`src/logic/ssb_demod_macros.svh`:
```
`ifndef SSB_DEMOD_MACROS_SVH
`define SSB_DEMOD_MACROS_SVH

`default_nettype none

// sample format
`define SSB_SAMPLE_W     16   // bits per signed component

// framing
`define SSB_FFT_LEN      8    // useful samples per OFDM symbol
`define SSB_CP_LEN       2    // prefix ahead of symbols 1 and 2
`define SSB_SYMBOLS      3    // PBCH, SSS, PBCH

// output link
`define SSB_OUT_CREDITS  8
`define SSB_FIFO_DEPTH   16

`define SSB_TWIDDLE_FRAC 8    // twiddles in Q8, so 1.0 is 256

`default_nettype wire

`endif
```
`src/logic/ssb_demod_pkg.sv`:
```
`include "ssb_demod_macros.svh"

`default_nettype none

package ssb_demod_pkg;

    // one complex sample, real part in the upper half
    typedef struct packed {
        logic signed [`SSB_SAMPLE_W-1:0] re;
        logic signed [`SSB_SAMPLE_W-1:0] im;
    } sample_t;

    typedef enum logic [1:0] {
        FR_IDLE,     // waiting for SS block start
        FR_SKIP_CP,
        FR_COLLECT
    } framer_state_e;

    typedef enum logic [1:0] {
        FFT_WAIT,
        FFT_STAGE1,  // span 1
        FFT_STAGE2,  // span 2
        FFT_STAGE3   // span 4
    } fft_phase_e;

    typedef enum logic {
        KIND_PBCH,
        KIND_SSS
    } symbol_kind_e;

endpackage

`default_nettype wire

```
`src/logic/ssb_stream_if.sv`:
```
`default_nettype none

// complex sample stream between two stages
// no ready, the sink takes every valid beat
interface ssb_stream_if;
    import ssb_demod_pkg::*;

    sample_t data;
    logic    valid;
    logic    first;   // index 0 of a symbol
    logic    last;    // index FFT_LEN-1

    modport source (
        output data,
        output valid,
        output first,
        output last
    );

    modport sink (
        input data,
        input valid,
        input first,
        input last
    );

endinterface

`default_nettype wire

```
`src/logic/cp_remover.sv`:
```
`include "ssb_demod_macros.svh"

`default_nettype none

module cp_remover (
    input  wire logic                             clk_i,
    input  wire logic                             reset_ni,
    input  wire logic signed [`SSB_SAMPLE_W-1:0]  in_re_i,
    input  wire logic signed [`SSB_SAMPLE_W-1:0]  in_im_i,
    input  wire logic                             in_valid_i,
    input  wire logic                             ssb_start_i,
    ssb_stream_if.source                          out
);
    import ssb_demod_pkg::*;

    localparam int SAMP_W = $clog2(`SSB_FFT_LEN);
    localparam int CP_W   = $clog2(`SSB_CP_LEN + 1);
    localparam int SYM_W  = $clog2(`SSB_SYMBOLS);

    framer_state_e     state;
    logic [CP_W-1:0]   cp_cnt;    // valid prefix samples seen
    logic [SAMP_W-1:0] samp_cnt;  // position inside the symbol
    logic [SYM_W-1:0]  sym_cnt;
    logic              take;
    logic              sym_end;

    assign take    = in_valid_i && (state == FR_COLLECT);
    assign sym_end = samp_cnt == SAMP_W'(`SSB_FFT_LEN - 1);

    always_ff @(posedge clk_i) begin
        if (!reset_ni) begin
            state    <= FR_IDLE;
            cp_cnt   <= '0;
            samp_cnt <= '0;
            sym_cnt  <= '0;
        end else begin
            case (state)
                FR_IDLE: begin
                    // prefix of symbol 0 is gone before the start pulse
                    if (ssb_start_i) state <= FR_COLLECT;
                end
                FR_SKIP_CP: begin
                    if (in_valid_i) begin  // gaps don't count
                        if (cp_cnt == CP_W'(`SSB_CP_LEN - 1)) begin
                            cp_cnt <= '0;
                            state  <= FR_COLLECT;
                        end else begin
                            cp_cnt <= cp_cnt + 1'b1;
                        end
                    end
                end
                FR_COLLECT: begin
                    if (in_valid_i) begin
                        if (sym_end) begin
                            samp_cnt <= '0;
                            if (sym_cnt == SYM_W'(`SSB_SYMBOLS - 1)) begin
                                sym_cnt <= '0;
                                state   <= FR_IDLE;  // block done
                            end else begin
                                sym_cnt <= sym_cnt + 1'b1;
                                state   <= FR_SKIP_CP;
                            end
                        end else begin
                            samp_cnt <= samp_cnt + 1'b1;
                        end
                    end
                end
                default: state <= FR_IDLE;
            endcase
        end
    end

    // one register stage towards the FFT
    always_ff @(posedge clk_i) begin
        if (!reset_ni) begin
            out.valid <= 1'b0;
            out.first <= 1'b0;
            out.last  <= 1'b0;
        end else begin
            out.valid <= take;
            out.first <= take && (samp_cnt == '0);
            out.last  <= take && sym_end;
        end
    end

    always_ff @(posedge clk_i) begin
        if (take) begin
            out.data.re <= in_re_i;
            out.data.im <= in_im_i;
        end
    end

endmodule

`default_nettype wire

```
`src/flat_wrapper.sv`:
```
// flat-port wrapper written by rule: the top's interface ports become plain ports
module cp_remover_flat import ssb_demod_pkg::*;
  (clk_i, reset_ni, in_re_i, in_im_i, in_valid_i, ssb_start_i, out_data, out_valid, out_first, out_last);
  ssb_stream_if out_i ();
  input  wire logic clk_i;
  input  wire logic reset_ni;
  input  wire logic signed [`SSB_SAMPLE_W-1:0] in_re_i;
  input  wire logic signed [`SSB_SAMPLE_W-1:0] in_im_i;
  input  wire logic in_valid_i;
  input  wire logic ssb_start_i;
  output wire logic [$bits(out_i.data)-1:0] out_data;
  output wire logic [$bits(out_i.valid)-1:0] out_valid;
  output wire logic [$bits(out_i.first)-1:0] out_first;
  output wire logic [$bits(out_i.last)-1:0] out_last;
  assign out_data = out_i.data;
  assign out_valid = out_i.valid;
  assign out_first = out_i.first;
  assign out_last = out_i.last;
  cp_remover u_core (.clk_i(clk_i), .reset_ni(reset_ni), .in_re_i(in_re_i), .in_im_i(in_im_i), .in_valid_i(in_valid_i), .ssb_start_i(ssb_start_i), .out(out_i));
endmodule
```
`config.mk`:
```
export PLATFORM = sky130hd
export DESIGN_NAME = cp_remover_flat
export DESIGN_NICKNAME = d
export VERILOG_FILES = /design/src/logic/ssb_demod_pkg.sv /design/src/logic/ssb_stream_if.sv /design/src/logic/cp_remover.sv /design/src/flat_wrapper.sv
export VERILOG_INCLUDE_DIRS = /design/src /design/src/logic
export SDC_FILE = /design/constraint.sdc
export NUM_CORES = 1
export LEC_CHECK = 0
export BUFFER_PORTS_ARGS = -buffer_cell sky130_fd_sc_hd__buf_2
export CORE_AREA = 2 2 59 61
export DETAILED_ROUTE_END_ITERATION = 12
export DIE_AREA = 0 0 61 63
export PLACE_DENSITY = 0.8
export SYNTH_ARGS = -nofsm -noshare
export SYNTH_HDL_FRONTEND = slang
export SYNTH_SLANG_ARGS = --single-unit
export TNS_END_PERCENT = 10
```
`constraint.sdc`:
```
create_clock -name clk_i -period 2.2 [get_ports clk_i]
set_input_delay 0.11 -clock clk_i [delete_from_list [all_inputs] [get_ports clk_i]]
set_output_delay 0.11 -clock clk_i [all_outputs]
set_load 0.03 [all_outputs]
```
==> results of run 1 <==
==> flip-flops by register name, indices dropped and copies added, names as in the netlist <==
register and cells:
u_core.out.data 32, u_core.samp_cnt 3, u_core.cp_cnt 2, u_core.state 2, u_core.sym_cnt 2, u_core.out.first 1, u_core.out.last 1, u_core.out.valid 1
==> cells by family after synthesis <==
group | count (synthesis) | share of synthesized area
xor gates and xnor gates | 1 | 0.00588
AOI/OAI and AO/OA | 8 | 0.0319
adders and majority gates | 3 | 0.0252
DFF | 44 | 0.806
and+or+nand+nor | 25 | 0.0991
buffers and inverters | 5 | 0.0185
muxes | 2 | 0.0134
==> where the power goes <==
group / internal, mW / leakage, nW / switching (mW)
combinational: 0.0806 / 0.536 / 0.0973
clock: 0.122 / 0.0259 / 0.240
sequential: 0.919 / 0.393 / 0.00992
total: 1.12 / 0.955 / 0.347
==> area by class of cell <==
class,count,area (um2),area share
Sequential cell,44,1200,0.529
Timing Repair Buffer,104,686,0.302
Multi-Input combinational cell,39,262,0.115
Tap cell,46,57.6,0.0254
Clock buffer,6,41.3,0.0182
Clock inverter,2,11.3,0.00496
Inverter,3,11.3,0.00496
==> through the flow <==
stage | utilization | cells | worst slack, ns | instance area (um2) | total power, mW
final | 0.702 | 244 | 0.873 | 2270 | 1.47
after global routing | 0.702 | 244 | 0.793 | 2270 | 1.53
after CTS | 0.702 | 244 | 0.899 | 2270 | 1.47
after detailed placement | 0.587 | 204 | 0.905 | 1900 | 1.07
after global placement | 0.587 | 204 | 0.973 | 1900 | 1.07
after floorplan | - | 88 | 0.955 | 1490 | 1.01
==> cell usage after synthesis (2+ instances only) <==
master,instances
mux2i_1,2
edfxtp_1,32
o21ai_0,4
nor2_1,2
dfxtp_1,12
a31oi_1,2
nand3b_1,3
nand2b_1,2
nand2_1,8
inv_1,3
and3b_1,2
nand3_1,2
ha_1,3
and2_1,2
nand4b_1,2
==> worst paths after layout <==
kind,cells past startpoint,start,end
setup / recovery,4,u_core.state[0]$_SDFFE_PN0P_,u_core.out.first$_SDFF_PN0_
hold / removal,2,in_valid_i,u_core.cp_cnt[1]$_SDFFE_PN0P_
setup reg to reg,4,u_core.state[0]$_SDFFE_PN0P_,u_core.out.first$_SDFF_PN0_
hold reg to reg,2,u_core.cp_cnt[1]$_SDFFE_PN0P_,u_core.cp_cnt[1]$_SDFFE_PN0P_
==> metal layers <==
metal	routed length, um	global-route usage	share of wire	vias up
li1	-	-	-	541
met1	1450	0.237	0.38	515
met5	0	0	0	-
met2	1940	0.352	0.51	60
met3	302	0.0497	0.080	8
met4	78	0.0788	0.021	0
==> critical path: cells and delay by family, from the launching register on <==
kind | cells | cell delay, ns
AND/OR/NAND/NOR | 3 | 0.60
flip-flops | 1 | 0.42
buffers and inverters | 1 | 0.21
==> repair_timing <==
item	4_1_cts	5_1_grt
hold buffers	32	0
endpoints found under the hold margin	32	0
resized for setup	0	0
==> impl_metrics.env, run 1 <==
export IMPL_h_tree_depth=2
export IMPL_synthesis_area_um2=1490
export IMPL_synth_distinct_cells=22
export IMPL_synthTopCellsByArea="edfxtp_1 (64%), dfxtp_1 (16%), ha_1 (2.5%), nand2_1 (2.0%), nand3b_1 (1.5%)"
export IMPL_postCtsSetupBuffers=0
export IMPL_die_h_um=63
export IMPL_synth_top_area_frac=0.645
export IMPL_hold_slack_ns=0.0372
export IMPL_die_w_um=61
export IMPL_hp_class="input port to flop"
export IMPL_dp_hpwl_mm=2.02
export IMPL_syn_avg_cell_area_um2=16.9
export IMPL_fmax_ghz=0.753
export IMPL_synthArstFlopShare=0
export IMPL_wl_per_cell_um=15.5
export IMPL_avgViaCountPerCell=4.61
export IMPL_relSlewSlack=0.825
export IMPL_crit_slowest_cell="dfxtp_1"
export IMPL_power_density_nw_per_um2=647
export IMPL_layout_commonest_cell="buf_2"
export IMPL_hold_viol=0
export IMPL_cp_max_fo=17
export IMPL_core_area_um2=3230
export IMPL_synth_top_area_cell="edfxtp_1"
export IMPL_path_clk_slew_ns=0.12
export IMPL_ys_seq_elements=44
export IMPL_io_pins=71
export IMPL_crit_path_cell_trace="and3b_1 -> buf_4 -> and2_1 -> and3b_1"
export IMPL_cts_tree="yes"
export IMPL_numCtsBuffers=5
export IMPL_root_buffer="clkbuf_4"
export IMPL_grt_overflow=0
export IMPL_ir_drop_uv=306
export IMPL_fin_crit_sh=0.603
export IMPL_clock_sinks=44
export IMPL_die_area_um2=3840
export IMPL_rows=21
export IMPL_drtIter0Drc=39
export IMPL_critPathKind="flop to flop"
export IMPL_cap_violations=0
export IMPL_diodes=0
export IMPL_insertion_delay_ns=0.34
export IMPL_tightest_slew_ns=0.259
export IMPL_synth_edff_count=32
export IMPL_antenna_left=0
export IMPL_grt_max_degree=24
export IMPL_gp_congestion=0.761
export IMPL_vias=1124
export IMPL_ys_seq_area_frac=0.806
export IMPL_nNetsFinal=236
export IMPL_antenna_found_initial=0
export IMPL_ys_warnings_count=0
export IMPL_dr_pass1_iters=4
export IMPL_grt_total_usage=0.204
export IMPL_report_final_slew_viol_count=0
export IMPL_required_ns=2.45
export IMPL_drive_gt1_frac=0.399
export IMPL_drc=0
export IMPL_rsz0062_at_grt="no"
export IMPL_cts_max_path_buffers=2
export IMPL_period_needed_ns=1.33
export IMPL_routed_wl_mm=3.78
export IMPL_skew_ns=0.0136
export IMPL_cp_common_cell="and3b_1"
export IMPL_cp_start_kind="flop"
export IMPL_fillCellCount=214
export IMPL_layout_common_cells="buf_2 (70), dlygate4sd3_1 (32), edfxtp_1 (32)"
export IMPL_syn_num_nets=127
export IMPL_initial_core_util=0.461
export IMPL_grt_pass1_vias=1127
export IMPL_setup_viol=0
export IMPL_port_buffers=70
export IMPL_grt_first_pass_wirelength_mm=5.58
export IMPL_finalSetupTns_ns=0
export IMPL_endpoint_kind="flop"
export IMPL_p_leak_nw=0.955
export IMPL_arrival_ns=1.57
export IMPL_yosys_most_used_dff="edfxtp_1"
export IMPL_status="complete, no violations"
export IMPL_synthCells=88
export IMPL_area_growth_pct=52.3
export IMPL_max_stage_delay_ns=0.42
export IMPL_rrSetupSlack_ns=0.87
No activity file was read; power rests on OpenSTA's default activity.
==> inputs of run 2 (changes only) <==
--- a/config.mk
+++ b/config.mk
@@ -7,10 +7,10 @@
 export NUM_CORES = 1
 export LEC_CHECK = 0
 export BUFFER_PORTS_ARGS = -buffer_cell sky130_fd_sc_hd__buf_2
-export CORE_AREA = 2 2 59 61
+export CORE_AREA = 2 2 61 63
 export DETAILED_ROUTE_END_ITERATION = 12
-export DIE_AREA = 0 0 61 63
-export PLACE_DENSITY = 0.8
+export DIE_AREA = 0 0 63 65
+export PLACE_DENSITY = 0.76
 export SYNTH_ARGS = -nofsm -noshare
 export SYNTH_HDL_FRONTEND = slang
 export SYNTH_SLANG_ARGS = --single-unit
==> constraint.sdc (replaced) <==
create_clock -name clk_i -period 1.35 [get_ports clk_i]
set_input_delay 0.0675 -clock clk_i [delete_from_list [all_inputs] [get_ports clk_i]]
set_output_delay 0.0675 -clock clk_i [all_outputs]
set_load 0.03 [all_outputs]
==> run 2 against run 1 <==
Against the previous run:
- sequential power increased by 63%
- critical path depth unchanged
- count of clock-buffer cells in the layout stayed put
- hold slack improved by 0.048 ns
- routed wire length down 12%
- register-to-register slack worse by 0.82 ns
- cell area increased by 4.0%
- largest cell class unchanged
==> impl_metrics.env, run 2 (synthesized netlist as in run 1, its figures left out) <==
export IMPL_avgViaCountPerCell=4.51
export IMPL_tightest_slew_ns=0.255
export IMPL_insertion_delay_ns=0.34
export IMPL_dpl_cell_count=207
export IMPL_initial_core_util=0.426
export IMPL_required_ns=1.58
export IMPL_cp_start_kind="flop"
export IMPL_root_buffer="clkbuf_4"
export IMPL_h_tree_depth=2
export IMPL_internal_power_mw=2.21
export IMPL_gp_congestion=0.696
export IMPL_arrival_ns=1.53
export IMPL_post_place_ws_ns=0.0776
export IMPL_cp_common_cell="ha_1"
export IMPL_hold_slack_ns=0.0848
export IMPL_finalSetupTns_ns=0
export IMPL_antenna_left=0
export IMPL_fillCellCount=248
export IMPL_cp_max_fo=5
export IMPL_grt_total_usage=0.178
export IMPL_grt_pass1_vias=1152
export IMPL_reg_largest_list="u_core.out.data: 32 flops, u_core.samp_cnt: 3 flops"
export IMPL_p_switching_uw=546
export IMPL_io_pins=71
export IMPL_place_area_um2=1920
export IMPL_core_area_um2=3500
export IMPL_diodes=0
export IMPL_die_area_um2=4100
export IMPL_power_density_nw_per_um2=1170
export IMPL_largest_reg_flops=32
export IMPL_cts_resized=0
export IMPL_hold_viol=0
export IMPL_max_stage_delay_ns=0.36
export IMPL_antenna_found_initial=0
export IMPL_drive_gt1_frac=0.403
export IMPL_multi_input_area_um2=262
export IMPL_grt_max_degree=27
export IMPL_fin_crit_sh=0.958
export IMPL_final_cell_count_no_fill=249
export IMPL_switching_share=0.198
export IMPL_path_buf_inv=0
export IMPL_rows=22
export IMPL_crit_path_cell_trace="ha_1 -> ha_1 -> and3_4 -> a32o_1"
export IMPL_die_h_um=65
export IMPL_combPwrFrac=0.106
export IMPL_fmax_ghz=0.773
export IMPL_routed_wl_mm=3.32
export IMPL_seqPwrFrac=0.548
export IMPL_skew_ns=0.00994
export IMPL_layout_commonest_cell="buf_2"
export IMPL_clkPwrFrac=0.346
export IMPL_vias=1122
export IMPL_wl_per_cell_um=13.3
export IMPL_drc=0
export IMPL_period_needed_ns=1.29
export IMPL_path_clk_slew_ns=0.11
export IMPL_dp_hpwl_mm=2.05
export IMPL_dr_pass1_iters=4
export IMPL_layout_common_cells="buf_2 (70), dlygate4sd3_1 (34), edfxtp_1 (32)"
export IMPL_worst_slack_ns=0.0570
export IMPL_endpoint_kind="flop"
export IMPL_relSlewSlack=0.830
export IMPL_numCtsBuffers=5
export IMPL_critPathTopFamily="adder cells"
export IMPL_regMostFlops="u_core.out.data"
export IMPL_setup_viol=0
export IMPL_status="complete, no violations"
export IMPL_ir_drop_uv=666
export IMPL_p_leak_nw=0.999
export IMPL_cts_tree="yes"
export IMPL_crit_slowest_cell="dfxtp_1"
export IMPL_final_cell_area_um2=2360
export IMPL_die_w_um=63
export IMPL_area_growth_pct=58.4
export IMPL_port_buffers=70
export IMPL_cap_violations=0
export IMPL_report_final_slew_viol_count=0
export IMPL_grt_overflow=0
export IMPL_critPathKind="flop to flop"
export IMPL_clock_sinks=44
export IMPL_hp_class="input port to flop"
export IMPL_regArea_um2=1200
export IMPL_nNetsFinal=239
export IMPL_drtIter0Drc=52
export IMPL_cts_max_path_buffers=2
export IMPL_grt_first_pass_wirelength_mm=5.47
export IMPL_rsz0062_at_grt="no"
==> run 2: cell types whose count changed in the layout (fill, tap and decap cells not counted) <==
cell / before / now
buf_12: 0 / 1
bufinv_16: 0 / 2
clkinv_1: 1 / 0
clkinvlp_4: 1 / 0
dlygate4sd3_1: 32 / 34
==> run 2: power groups by stage <==
stage          registers (mW)  clock network, mW  logic [mW]
5_1_grt                  1.52               1.04       0.315
3_3_place_gp             1.54                  0       0.209
3_5_place_dp             1.54                  0       0.215
4_1_cts                  1.51              0.985       0.291
2_1_floorplan            1.62                  0      0.0352
6_report                 1.51              0.955       0.294
==> run 2: worst min-delay path: stages <==
cell     delay, ns
buf_2         0.19
nand2_1       0.09
a31oi_1       0.04
==> run 2: area by class of cell <==
class	count	share of cell area
timing repair buffer	107	0.307
multi-input combinational	39	0.111
clock inverter	2	0.0254
sequential	44	0.509
clock buffer	6	0.0175
tap	48	0.0254
inverter	3	0.00477
==> run 2: routing by layer <==
metal  vias to the layer above  global-route usage  wire length, um
met5                         -                   0                0
met4                         0              0.0667               47
met3                         7              0.0503              335
met2                        69               0.298             1570
met1                       500               0.220             1370
li1                        546                   -                -
==> run 2: final timing paths <==
check	startpoint	cells past startpoint	slack, ns	end
min	reset_ni	3	0.08	u_core.cp_cnt[1]$_SDFFE_PN0P_
min reg2reg	u_core.cp_cnt[1]$_SDFFE_PN0P_	2	0.46	u_core.cp_cnt[1]$_SDFFE_PN0P_
max	u_core.samp_cnt[0]$_SDFFE_PN0P_	4	0.06	u_core.state[0]$_SDFFE_PN0P_
max reg2reg	u_core.samp_cnt[0]$_SDFFE_PN0P_	4	0.06	u_core.state[0]$_SDFFE_PN0P_
==> run 2: repair_timing <==
| action | in CTS | in global routing |
|---|---|---|
| endpoints found under the hold margin | 34 | 0 |
| hold buffers | 34 | 0 |
| buffers inserted | 0 | 0 |
==> run 2: metrics by stage <==
| step | total power, mW | util |
|---|---|---|
| 2_1_floorplan | 1.65 | - |
| 3_5_place_dp | 1.76 | 0.549 |
| 5_1_grt | 2.87 | 0.675 |
| 3_3_place_gp | 1.75 | 0.549 |
| 4_1_cts | 2.79 | 0.675 |
| 6_report | 2.76 | 0.675 |
