File: config.mk
export PLATFORM = sky130hd
export DESIGN_NAME = ssb_tagger_flat
export DESIGN_NICKNAME = d
export VERILOG_FILES = /design/src/logic/ssb_demod_pkg.sv /design/src/logic/ssb_stream_if.sv /design/src/logic/ssb_tagger.sv /design/src/flat_wrapper.sv
export VERILOG_INCLUDE_DIRS = /design/src /design/src/logic
export SDC_FILE = /design/constraint.sdc
export NUM_CORES = 1
export LEC_CHECK = 0
export ABC_AREA = 1
export BUFFER_PORTS_ARGS = -buffer_cell sky130_fd_sc_hd__buf_2
export CORE_ASPECT_RATIO = 2
export CORE_MARGIN = 5
export CORE_UTILIZATION = 45
export DETAILED_ROUTE_END_ITERATION = 10
export PLACE_DENSITY = 0.64
export SETUP_SLACK_MARGIN = 0.4
export SLEW_MARGIN = 20
export SYNTH_ARGS = -nofsm -noshare
export SYNTH_HDL_FRONTEND = slang
export SYNTH_SLANG_ARGS = --single-unit
File: constraint.sdc
create_clock -name clk_i -period 3.95 [get_ports clk_i]
set_input_delay 0.79 -clock clk_i [delete_from_list [all_inputs] [get_ports clk_i]]
set_output_delay 0.79 -clock clk_i [all_outputs]
set_load 0.02 [all_outputs]
File: src/logic/ssb_demod_macros.svh
`ifndef SSB_DEMOD_MACROS_SVH
`define SSB_DEMOD_MACROS_SVH

`default_nettype none

// sample format
`define SSB_SAMPLE_W     16   // bits per signed component

// framing
`define SSB_FFT_LEN      8    // useful samples per OFDM symbol
`define SSB_CP_LEN       2    // prefix ahead of symbols 1 and 2
`define SSB_SYMBOLS      3    // PBCH, SSS, PBCH

// output link
`define SSB_OUT_CREDITS  8
`define SSB_FIFO_DEPTH   16

`define SSB_TWIDDLE_FRAC 8    // twiddles in Q8, so 1.0 is 256

`default_nettype wire

`endif
File: src/logic/ssb_demod_pkg.sv
`include "ssb_demod_macros.svh"

`default_nettype none

package ssb_demod_pkg;

    // one complex sample, real part in the upper half
    typedef struct packed {
        logic signed [`SSB_SAMPLE_W-1:0] re;
        logic signed [`SSB_SAMPLE_W-1:0] im;
    } sample_t;

    typedef enum logic [1:0] {
        FR_IDLE,     // waiting for SS block start
        FR_SKIP_CP,
        FR_COLLECT
    } framer_state_e;

    typedef enum logic [1:0] {
        FFT_WAIT,
        FFT_STAGE1,  // span 1
        FFT_STAGE2,  // span 2
        FFT_STAGE3   // span 4
    } fft_phase_e;

    typedef enum logic {
        KIND_PBCH,
        KIND_SSS
    } symbol_kind_e;

endpackage

`default_nettype wire

File: src/logic/ssb_stream_if.sv
`default_nettype none

// complex sample stream between two stages
// no ready, the sink takes every valid beat
interface ssb_stream_if;
    import ssb_demod_pkg::*;

    sample_t data;
    logic    valid;
    logic    first;   // index 0 of a symbol
    logic    last;    // index FFT_LEN-1

    modport source (
        output data,
        output valid,
        output first,
        output last
    );

    modport sink (
        input data,
        input valid,
        input first,
        input last
    );

endinterface

`default_nettype wire

File: src/logic/ssb_tagger.sv
`include "ssb_demod_macros.svh"

`default_nettype none

module ssb_tagger (
    input  wire logic                             clk_i,
    input  wire logic                             reset_ni,
    input  wire logic                             credit_i,
    ssb_stream_if.sink                            in,
    output logic signed [`SSB_SAMPLE_W-1:0]       out_re_o,
    output logic signed [`SSB_SAMPLE_W-1:0]       out_im_o,
    output logic                                  out_valid_o,
    output ssb_demod_pkg::symbol_kind_e           out_kind_o,
    output logic                                  out_first_o,
    output logic                                  overflow_o
);
    import ssb_demod_pkg::*;

    localparam int PTR_W = $clog2(`SSB_FIFO_DEPTH);
    localparam int CNT_W = $clog2(`SSB_FIFO_DEPTH + 1);
    localparam int CRD_W = $clog2(`SSB_OUT_CREDITS + 1);
    localparam int SYM_W = $clog2(`SSB_SYMBOLS);

    sample_t          fifo_data  [`SSB_FIFO_DEPTH];
    symbol_kind_e     fifo_kind  [`SSB_FIFO_DEPTH];
    logic             fifo_first [`SSB_FIFO_DEPTH];
    logic [PTR_W-1:0] wr_ptr;
    logic [PTR_W-1:0] rd_ptr;
    logic [CNT_W-1:0] fill;
    logic [CRD_W-1:0] credits;
    logic [SYM_W-1:0] sym_cnt;
    symbol_kind_e     kind;
    logic             full;
    logic             push;
    logic             pop;

    // only the middle symbol carries SSS
    assign kind = (sym_cnt == SYM_W'(1)) ? KIND_SSS : KIND_PBCH;
    assign full = fill == CNT_W'(`SSB_FIFO_DEPTH);
    assign push = in.valid && !full;
    assign pop  = (fill != '0) && (credits != '0);

    always_ff @(posedge clk_i) begin
        if (!reset_ni) begin
            sym_cnt <= '0;
        end else if (in.valid && in.last) begin
            if (sym_cnt == SYM_W'(`SSB_SYMBOLS - 1)) sym_cnt <= '0;
            else sym_cnt <= sym_cnt + 1'b1;
        end
    end

    always_ff @(posedge clk_i) begin
        if (push) begin
            fifo_data[wr_ptr]  <= in.data;
            fifo_kind[wr_ptr]  <= kind;
            fifo_first[wr_ptr] <= in.first;
        end
    end

    always_ff @(posedge clk_i) begin
        if (!reset_ni) begin
            wr_ptr      <= '0;
            rd_ptr      <= '0;
            fill        <= '0;
            credits     <= CRD_W'(`SSB_OUT_CREDITS);
            overflow_o  <= 1'b0;
            out_valid_o <= 1'b0;
            out_first_o <= 1'b0;
        end else begin
            if (push) wr_ptr <= wr_ptr + 1'b1;
            if (pop) rd_ptr <= rd_ptr + 1'b1;
            fill    <= fill + CNT_W'(push) - CNT_W'(pop);
            credits <= credits + CRD_W'(credit_i) - CRD_W'(pop);  // spent at pop
            if (in.valid && full) overflow_o <= 1'b1;  // sticky, bin is lost
            out_valid_o <= pop;
            out_first_o <= pop && fifo_first[rd_ptr];
        end
    end

    always_ff @(posedge clk_i) begin
        if (pop) begin
            out_re_o   <= fifo_data[rd_ptr].re;
            out_im_o   <= fifo_data[rd_ptr].im;
            out_kind_o <= fifo_kind[rd_ptr];
        end
    end

endmodule

`default_nettype wire

File: src/flat_wrapper.sv
// flat-port wrapper written by rule: the top's interface ports become plain ports
module ssb_tagger_flat import ssb_demod_pkg::*;
  (clk_i, reset_ni, credit_i, out_re_o, out_im_o, out_valid_o, out_kind_o, out_first_o, overflow_o, in_data, in_valid, in_first, in_last);
  ssb_stream_if in_i ();
  input  wire logic clk_i;
  input  wire logic reset_ni;
  input  wire logic credit_i;
  output logic signed [`SSB_SAMPLE_W-1:0] out_re_o;
  output logic signed [`SSB_SAMPLE_W-1:0] out_im_o;
  output logic out_valid_o;
  output ssb_demod_pkg::symbol_kind_e out_kind_o;
  output logic out_first_o;
  output logic overflow_o;
  input wire logic [$bits(in_i.data)-1:0] in_data;
  input wire logic [$bits(in_i.valid)-1:0] in_valid;
  input wire logic [$bits(in_i.first)-1:0] in_first;
  input wire logic [$bits(in_i.last)-1:0] in_last;
  assign in_i.data = in_data;
  assign in_i.valid = in_valid;
  assign in_i.first = in_first;
  assign in_i.last = in_last;
  ssb_tagger u_core (.clk_i(clk_i), .reset_ni(reset_ni), .credit_i(credit_i), .in(in_i), .out_re_o(out_re_o), .out_im_o(out_im_o), .out_valid_o(out_valid_o), .out_kind_o(out_kind_o), .out_first_o(out_first_o), .overflow_o(overflow_o));
endmodule
==> key figures, run 1 <==
Worst setup path
  – Arrival time worst endpoint: 3080 ps
  – Critical Path Sink Type: flip-flop
  – Startpoint types: flip-flop
  – Crit-path max FO: 20
  – Worst setup path category: flip-flop to flip-flop
  – WP data required: 4220 ps

Yosys
  – Seq cells post-synth: 603
  – Top-count cell post-synth: edfxtp_1
  – Cells after synthesis: 1865
  – Leading post-synthesis cells by cell area: edfxtp_1 (73%), nand2_1 (6.6%), nor2_1 (3.8%)
  – Synth cell count leaders: edfxtp_1 (577), nand2_1 (414), nor2_1 (236)
  – Post-synth EDFFs: ~580
  – Seq/Total Area, Yosys: 75.6%
  – Yosys top cell by area: edfxtp_1
  – Predominant post-synthesis flop cell: edfxtp_1
  – Avg Cell Area, Syn: 12.7 sq um
  – Post-synth ARST share: 0%
  – Area share of the largest cell type after synthesis: 73.4%
  – Yosys warns: 0
  – Distinct cells, synth: 27
  – Mapped cell area: 23600 sq um
  – Syn Nets: 1919

Die
  – Die ar.: 57400 sq um
  – Initial Util: 45.5%
  – Top Ports: 74
  – Die height: 334 um
  – Row count: 118
  – Core area: 51800 sq um
  – Die width: approximately 170 um

Timing
  – Worst hold margin: 460 ps
  – Final setup viols: 0
  – Crit share post-route: 71.2%
  – Worst slew pin tran: about 1100 ps
  – Total Neg Setup Slack: 0 ps
  – Slew HR: 25.9%
  – Fin. Hold Viols: 0
  – Fin crit period: 2810 ps
  – RSZ-0062 raised after global routing: no
  – Pins over their slew limit: 0
  – Highest clock rate: ~360 MHz
  – Clock Skews: 24.0 ps

Global routing
  – Global-route wire length before repair: 90000 um
  – Most Crowded Layer GR: met2
  – GRT Total Usage: 21.0%
  – GRT met3 Usage: 2.25%
  – Aggregate global routing overflow: 0
  – GR Layer Usage met1: between 20% and 30%
  – Initial antenna violation count: 2
  – Vias in the first global route: 14700
  – GR Layer Usage met2: between 30% and 40%
  – Largest net degree at the start of global routing: 198

Clock tree
  – CTS HTree Levels: 2
  – Cts hold-fix bufs: 0
  – CTS Buffer Depth: 3
  – Reg clk slew, reported paths: 70 ps
  – CTS-repair resized insts: 0
  – TritonCTS Buffers: between 40 and 50
  – Clk sink count: approximately 600
  – Clock root buffer: clkbuf_16
  – Clock latency on the worst-skew pair: 600 ps
  – CTS tree: built
  – Post-CTS Setup Bufs: 0

Power and ir drop
  – Clock power frac: between 20% and 30%
  – Max IR drop VDD: 0.000429 V
  – Switch share: 33.3%
  – Register share of total power: 46.2%
  – Pwr/cell area: 646 nW/um^2
  – P_int: about 11 mW
  – Leak: 9.19 nW
  – Combinational Power Share: 25.1%
  – Net Sw Power: 5.67 mW

Detailed routing
  – Vias: 14600
  – DRC violations left: 0
  – Initial drt markers: 1352
  – DR WL/cell: 23.1 um
  – Drt first pass iters: 6
  – Vias per Instance: 5.55
  – Routed Wire Length: 60500 um
  – DRT antenna net count: 0

Layout
  – Diodes inserted: 0
  – Final #Nets: 1977
  – Layout cells sized above 1: 10.6%
  – P&R area growth vs syn: 11.6%

Run status
  – Status: finished, final reports clean

Worst hold path
  – Worst min path class: flip-flop to flip-flop

Placed design
  – Dpl hpwl: about 37000 um
  – Number of I/O port buffers: 73
  – Final GP Congestion: 0.827

Job
  – Max_cap viols: 0
[cell type report]
| class | instances | area [sq um] |
|---|---|---|
| sequential | 603 | 17900 |
| fill | 4409 | 25500 |
| multi-input combinational | 1109 | 5190 |
| tap | 660 | 826 |
| clock buffer | 55 | 1250 |
| clock inverter | 35 | 344 |
| inverter | 49 | 194 |
| timing repair buffer | 111 | 676 |
[metrics by stage]
step / utilization (%) / instances / worst slack [ps] / total power [mW] / instance area, sq um
global placement: 47.7 / 2532 / 1090 / 12.2 / 24700
CTS: 50.8 / 2622 / 1160 / 17.2 / 26300
floorplan: - / 1865 / 907 / 10.7 / 23600
global route: 50.8 / 2622 / 1020 / 17.8 / 26300
detailed placement: 47.7 / 2532 / 993 / 12.3 / 24700
finish: 50.8 / 2622 / 1140 / 17.0 / 26300
[flip-flops by register name, summed over array words and instances, names as in the netlist, named ones only]
register            count
u_core.fifo_kind       16
u_core.rd_ptr           4
u_core.fifo_first      16
u_core.out_first_o      1
u_core.wr_ptr           4
u_core.sym_cnt          2
u_core.out_re_o        16
u_core.out_valid_o      1
u_core.fifo_data      512
u_core.overflow_o       1
u_core.fill             5
u_core.out_kind_o       1
u_core.out_im_o        16
u_core.credits          4
[cell families after synthesis]
family / synth area share (%)
adders and majority gates: 0.912
and+or+nand+nor: 12.1
buffers and inverters: 2.91
DFF: 75.6
AOI/OAI and AO/OA: 8.22
xor gates and xnor gates: 0.186
[cell usage in the layout (no fill, tap or decap), drive strengths merged]
cell type  count
clkinvlp       1
nand3         80
o21ai        169
o21bai         1
inv           51
o211ai        51
dfxtp         26
o21a           1
nand2        415
nand4          2
a211oi         3
edfxtp       577
nor2         236
bufinv         5
fa             2
clkbuf        55
a31oi         18
a21oi        112
clkinv        27
ha            14
xor2           5
buf          111
[power by group through the flow]
stage	Clock [mW]	Sequential (mW)	Combinational, mW
after floorplan	0	8.09	2.63
after global placement	0	8.01	4.24
after detailed placement	0	8.00	4.31
after CTS	4.97	7.87	4.33
after global routing	5.24	7.90	4.71
final	4.90	7.86	4.27
[routing by layer]
layer / vias up / part of all wire (%)
li1: 6728 / -
met1: 7207 / 35
met2: 474 / 55
met3: 139 / 4.6
met4: 2 / 5.3
met5: - / 0.033
[worst max-delay path, stage by stage (launching register included)]
cell     delay [ps]
dfxtp_1         330
inv_1            60
ha_1            200
nand4_1         120
nand2_1         150
inv_1           250
nand3_1         270
nor2_4          690
buf_4           390
[worst paths after layout]
kind                      from                  endpoint  slack [ps]  depth (start not counted)
min          u_core.overflow_o         u_core.overflow_o         460                          1
min reg2reg  u_core.overflow_o         u_core.overflow_o         460                          1
max             u_core.fill[2]  u_core.fifo_data[11][16]        1140                          8
max reg2reg     u_core.fill[2]  u_core.fifo_data[11][16]        1140                          8
(Power assumes the default switching activity.)
==> inputs of run 2 (changes only) <==
Clock period 3.95 ns to 2.88 ns, I/O delays scaled along.
==> key figures, run 2 (synthesized netlist as in run 1, its figures left out) <==
Placed design
  – Final GP Congestion: 0.821 (was 0.827)
  – Dpl hpwl: 33800 um (was 37100 um)
  – Number of I/O port buffers: 73 (unchanged)
  – Placed cell areas: 25000 sq um (was 24700 sq um)
  – Place WS: 361 ps (was 993 ps)

Detailed routing
  – Vias per Instance: 5.56 (was 5.55)
  – Vias: 14600 (about the same)
  – DRC violations left: 0 (unchanged)
  – Drt first pass iters: 5 (was 6)
  – DRT antenna net count: 0 (unchanged)
  – Initial drt markers: 1241 (was 1352)
  – DR WL/cell: 22.6 um (was 23.1 um)
  – Routed Wire Length: 59400 um (was 60500 um)

Layout
  – Most frequent cells in the layout: edfxtp_1 (577), nand2_1 (414), nor2_1 (218) (unchanged)
  – Max reg flops: 512 (unchanged)
  – Fillers: 4332 (was 4409)
  – Finished Cell Area: 26600 sq um (was 26300 sq um)
  – Multi-input logic area: 5200 sq um (was 5190 sq um)
  – Final core utilization: 51.4% (was 50.8%)
  – Final #Nets: 1983 (was 1977)
  – Register area: 17900 sq um (unchanged)
  – Most common cell after layout, fill and taps aside: edfxtp_1 (unchanged)
  – P&R area growth vs syn: 12.8% (was 11.6%)
  – Layout cells sized above 1: 11.0% (was 10.6%)
  – Largest Register: u_core.fifo_data (unchanged)

Timing
  – RSZ-0062 raised after global routing: no (unchanged)
  – Slew HR: 25.4% (was 25.9%)
  – Pins over their slew limit: 0 (unchanged)
  – Highest clock rate: 433 MHz (was 356 MHz)
  – Total Neg Setup Slack: 0 ps (unchanged)
  – Clock Skews: 20.0 ps (was 24.0 ps)
  – PnR worst setup slack: 571 ps (was 1140 ps)
  – Fin crit period: 2310 ps (was 2810 ps)
  – Fin. Hold Viols: 0 (unchanged)
  – Worst slew pin tran: 1120 ps (was 1110 ps)
  – Crit share post-route: 80.2% (was 71.2%)
  – Final setup viols: 0 (unchanged)

Clock tree
  – CTS Buffer Depth: 3 (unchanged)
  – CTS HTree Levels: 2 (unchanged)
  – Clock root buffer: clkbuf_16 (unchanged)
  – Clk sink count: 603 (unchanged)
  – Clock latency on the worst-skew pair: 590 ps (was 600 ps)
  – Post-CTS Setup Bufs: 0 (unchanged)
  – CTS tree: built (unchanged)
  – Reg clk slew, reported paths: 70 ps (about the same)
  – TritonCTS Buffers: 49 (unchanged)

Worst setup path
  – Arrival time worst endpoint: 2770 ps (was 3080 ps)
  – WP data required: 3340 ps (was 4220 ps)
  – Startpoint types: flip-flop (unchanged)
  – Worst setup path category: flip-flop to flip-flop (unchanged)
  – Slowest stage delay, CP: 400 ps (was 690 ps)
  – Slowest library cell on the worst path: fa_1 (was nor2_4)
  – Crit path cell chain: inv_1 -> ha_1 -> nand4_1 -> nand2_1 -> buf_4 -> nor2_1 -> inv_1 -> o21ai_0 -> ha_1 -> inv_1 -> fa_1 -> xor2_1 -> nor2_1 (was inv_1 -> ha_1 -> nand4_1 -> nand2_1 -> inv_1 -> nand3_1 -> nor2_4 -> buf_4)
  – Crit-path max FO: 10 (was 20)
  – Cell mode on critical path: inv_1 (unchanged)
  – Worst reg2reg path depth: 13 (was 8)
  – Critical Path Sink Type: flip-flop (unchanged)

Global routing
  – Initial antenna violation count: 1 (was 2)
  – Vias in the first global route: 14900 (was 14700)
  – Global-route wire length before repair: 90100 um (was 90000 um)
  – Largest net degree at the start of global routing: 180 (was 198)
  – Aggregate global routing overflow: 0 (unchanged)
  – GRT Total Usage: 20.7% (was 21.0%)

Die
  – Die width: 172 um (unchanged)
  – Die height: 334 um (unchanged)
  – Row count: 118 (unchanged)
  – Top Ports: 74 (unchanged)
  – Core area: 51800 sq um (unchanged)
  – Initial Util: 45.5% (unchanged)
  – Die ar.: 57400 sq um (unchanged)

Run status
  – Status: finished, final reports clean (unchanged)

Power and ir drop
  – Leak: 9.28 nW (was 9.19 nW)
  – Pwr/cell area: 877 nW/um^2 (was 646 nW/um^2)
  – Max IR drop VDD: 0.000563 V (was 0.000429 V)
  – Power Total: 23.3 mW (was 17.0 mW)

Worst hold path
  – Worst min path class: input port to flip-flop (was flip-flop to flip-flop)
  – Hold path cells: 3 (was 1)

Job
  – Max_cap viols: 0 (unchanged)
## run 2: changes by cell type in the layout (fill, tap and decap cells not counted), sizes merged
cell | previous run | this run
diode | 0 | 1
nor2 | 236 | 237
buf | 111 | 116
clkbuf | 55 | 56
clkinvlp | 1 | 2
clkinv | 27 | 24
bufinv | 5 | 6
## run 2: final timing paths
kind | startpoint | endpoint | slack [ps]
max | u_core.fill[2] | u_core.credits[2] | 570
min | reset_ni | u_core.credits[0] | 310
max reg2reg | u_core.fill[2] | u_core.credits[2] | 570
min reg2reg | u_core.overflow_o | u_core.overflow_o | 480
## run 2: final cells by class
class,count,share of cell area [%]
diodes,1,0.00940
clock buffers,56,4.71
clock inverters,34,1.31
inverters,49,0.719
multi-input cells,1110,19.5
flip-flops and latches,603,67.1
well taps,660,3.10
repair buffers,116,3.53
## run 2: through the flow
stage | std cells | hold slack (ps)
finish | 2629 | 312
global route | 2628 | 312
CTS | 2628 | 287
detailed placement | 2537 | 456
global placement | 2537 | 454
floorplan | 1865 | 451
## run 2: metal layers
metal / track usage, % / part of all wire [%] / up-vias
met3: 2.48 / 4.9 / 110
met2: 38.1 / 55 / 464
li1: - / - / 6743
met4: 6.91 / 3.2 / 0
met5: 0 / 0 / -
met1: 24.7 / 37 / 7310
## run 2: repair_timing
action,4_1_cts,5_1_grt
pin swaps,1,0
gates resized for setup,0,3
cloned,1,0
setup endpoints to repair,2,71
hold buffers,0,0
## run 2: where the power goes
group	total, mW	switching [mW]	internal [mW]
Sequential	10.8	0.408	10.4
Combinational	5.76	4.11	1.65
Clock	6.78	3.08	3.69
## run 2: worst max-delay path: cells and delay by family (launching register included)
family                   cells  cell delay (ps)
AO/OA/AOI/OAI                1               90
XOR/XNOR                     1              140
adder cells (fa/ha/maj)      3              800
buffers and inverters        4              400
flip-flops                   1              350
AND/OR/NAND/NOR              4              420
==> inputs of run 3 (changes only) <==
Settings changed: PLACE_DENSITY 0.64 to 0.66.
Clock period 2.88 ns to 1.94 ns, I/O delays scaled along.
==> key figures, run 3 (synthesized netlist as in run 1, its figures left out) <==
Layout
  – Largest Register: u_core.fifo_data (unchanged)
  – Most common cell after layout, fill and taps aside: edfxtp_1 (unchanged)
  – Final #Nets: 2240 (was 1983)
  – Max reg flops: 512 (unchanged)
  – Layout cells sized above 1: 25.3% (was 11.0%)
  – P&R area growth vs syn: 34.3% (was 12.8%)
  – Most frequent cells in the layout: edfxtp_1 (577), nand2_1 (391), nor2_1 (194) (was edfxtp_1 (577), nand2_1 (414), nor2_1 (218))

Detailed routing
  – Vias: 17200 (was 14600)
  – DR WL/cell: 27.8 um (was 22.6 um)
  – DRT antenna net count: 0 (unchanged)
  – Vias per Instance: 5.96 (was 5.56)
  – Drt first pass iters: 8 (was 5)
  – DRC violations left: 0 (unchanged)
  – Initial drt markers: 2044 (was 1241)
  – Routed Wire Length: 80200 um (was 59400 um)

Timing
  – Clock Skews: 29.1 ps (was 20.0 ps)
  – RSZ-0062 raised after global routing: yes (was no)
  – Fin. Hold Viols: 0 (unchanged)
  – Highest clock rate: 470 MHz (was 433 MHz)
  – Final setup viols: 513 (was 0)
  – Slew HR: 71.2% (was 25.4%)
  – Crit share post-route: 110% (was 80.2%)
  – Pins over their slew limit: 0 (unchanged)
  – Fin crit period: 2130 ps (was 2310 ps)
  – PnR worst setup slack: -190 ps (was 571 ps)
  – Worst slew pin tran: 430 ps (was 1120 ps)

Global routing
  – GRT Total Usage: 22.2% (was 20.7%)
  – Aggregate global routing overflow: 0 (unchanged)
  – Global-route wire length before repair: 95500 um (was 90100 um)
  – Largest net degree at the start of global routing: 73 (was 180)
  – Vias in the first global route: 15600 (was 14900)
  – GR Layer Usage met1: 25.5% (was 24.7%)
  – GRT met3 Usage: 3.14% (was 2.48%)
  – Most Crowded Layer GR: met2 (unchanged)
  – Initial antenna violation count: 4 (was 1)
  – GR Layer Usage met2: 39.9% (was 38.1%)

Worst hold path
  – Hold Crit Start: credit_i (was reset_ni)
  – Worst min path class: input port to flip-flop (unchanged)
  – Hold path cells: 4 (was 3)
  – Hold Path End: u_core.credits[0] (unchanged)

Worst setup path
  – Top Family by Delay on Critical Path: compound AO/OA/AOI/OAI gates (was adder cells)
  – Startpoint types: flip-flop (unchanged)
  – Slowest library cell on the worst path: dfxtp_4 (was fa_1)
  – Worst reg2reg path depth: 7 (was 13)
  – Worst setup path category: flip-flop to flip-flop (unchanged)
  – R2R setup slack: -190 ps (was 570 ps)
  – Slowest stage delay, CP: 410 ps (was 400 ps)
  – Critical Path Sink Type: flip-flop (unchanged)
  – Arrival time worst endpoint: 2480 ps (was 2770 ps)
  – Reg-to-Reg End: u_core.out_re_o[12] (was u_core.credits[2])
  – FF-to-FF Start: u_core.rd_ptr[0] (was u_core.fill[2])
  – Crit-path max FO: 22 (was 10)
  – Cell mode on critical path: o21ai_0 (was inv_1)
  – WP data required: 2290 ps (was 3340 ps)
  – WP depth: 7 (was 13)
  – Crit path cell chain: buf_4 -> clkbuf_16 -> buf_6 -> o21ai_0 -> o21ai_0 -> o21ai_1 -> nand2_1 (was inv_1 -> ha_1 -> nand4_1 -> nand2_1 -> buf_4 -> nor2_1 -> inv_1 -> o21ai_0 -> ha_1 -> inv_1 -> fa_1 -> xor2_1 -> nor2_1)
  – CP Buf/Inv Count: 3 (was 4)

Die
  – Die height: 334 um (unchanged)
  – Core area: 51800 sq um (unchanged)
  – Die width: 172 um (unchanged)
  – Die ar.: 57400 sq um (unchanged)
  – Row count: 118 (unchanged)
  – Top Ports: 74 (unchanged)
  – Initial Util: 45.5% (unchanged)

Power and ir drop
  – Clock power frac: 24.9% (was 29.0%)
  – P_int: 26.3 mW (was 15.7 mW)
  – Net Sw Power: 13.5 mW (was 7.60 mW)
  – Register share of total power: 39.6% (was 46.3%)
  – Pwr/cell area: 1260 nW/um^2 (was 877 nW/um^2)
  – Combinational Power Share: 35.5% (was 24.7%)
  – Power Total: 39.8 mW (was 23.3 mW)
  – Max IR drop VDD: 0.00113 V (was 0.000563 V)
  – Leak: 11.4 nW (was 9.28 nW)
  – Switch share: 33.9% (was 32.6%)

Clock tree
  – CTS Buffer Depth: 3 (unchanged)
  – CTS HTree Levels: 2 (unchanged)
  – Clk sink count: 603 (unchanged)
  – Clock root buffer: clkbuf_16 (unchanged)
  – TritonCTS Buffers: 50 (was 49)
  – Reg clk slew, reported paths: 70 ps (about the same)
  – Clock latency on the worst-skew pair: 610 ps (was 590 ps)
  – CTS tree: built (unchanged)

Placed design
  – Dpl hpwl: 34000 um (was 33800 um)
  – Final GP Congestion: 0.809 (was 0.821)
  – Place WS: -248 ps (was 361 ps)
  – Number of I/O port buffers: 73 (unchanged)

Run status
  – Status: finished, violations left (was finished, final reports clean)
  – Violated checks: negative setup slack

Job
  – Max_cap viols: 0 (unchanged)
==> run 3: changes by cell type in the layout (fill, tap and decap cells not counted), sizes merged <==
cell	change
buf	+212
clkbuf	+47
bufinv	-4
clkinv	-3
clkinvlp	+3
inv	+1
nor2	-1
==> run 3: worst max-delay path by stage <==
stage,startpoint,end
2_1_floorplan,u_core.fill[3],u_core.fill[4]
3_3_place_gp,u_core.fill[3],u_core.fill[4]
3_5_place_dp,u_core.fill[2],u_core.fill[4]
4_1_cts,u_core.fill[2],u_core.fill[4]
5_1_grt,u_core.fill[2],u_core.fill[4]
6_report,u_core.rd_ptr[0],u_core.out_re_o[12]
==> run 3: stage by stage <==
step,area [sq um],TNS [ps],util (%),std cells,hold WS (ps)
after floorplan,23800,-3030,-,1865,451
after global placement,25800,-386,49.8,2594,452
after detailed placement,25800,-1120,49.8,2594,454
after CTS,29300,-24920,56.5,2776,106
after global routing,31700,-69740,61.1,2883,155
final,31700,-45530,61.1,2884,117
==> run 3: layer usage <==
metal  vias to the layer above  routed length [um]
met5                         -                   0
met1                      8343               24600
met2                      1174               40700
li1                       7314                   -
met3                       367                7840
met4                         0                7040
==> run 3: timing repair <==
action / in CTS / in global routing
hold endpoints to repair: 0 / 0
setup buffers: 60 / 48
pin swaps: 16 / 69
setup endpoints to repair: 636 / 640
resized for setup: 68 / 190
hold buffers: 0 / 0
cloned: 33 / 59
==> run 3: layout make-up <==
type,count,area (sq um)
Clock buffer,59,1340
Multi-Input combinational cell,1109,5630
Tap cell,660,826
Sequential cell,603,17900
Timing Repair Buffer,372,5590
Clock inverter,30,218
Inverter,49,220
Fill cell,3491,20100
Timing Repair inverter,1,11.3
Antenna cell,1,2.50
==> run 3: worst register-to-register path, stage by stage (launching register included) <==
cell and delay [ps]:
dfxtp_4 410, buf_4 170, clkbuf_16 170, buf_6 180, o21ai_0 340, o21ai_0 260
o21ai_1 210, nand2_1 130
==> run 3: power groups by stage <==
stage / clock, mW / sequential [mW] / combinational (mW)
detailed placement: 0 / 16.0 / 9.81
CTS: 9.90 / 15.7 / 10.5
global route: 10.5 / 15.8 / 15.0
finish: 9.92 / 15.8 / 14.1
floorplan: 0 / 16.5 / 5.55
global placement: 0 / 16.0 / 9.52
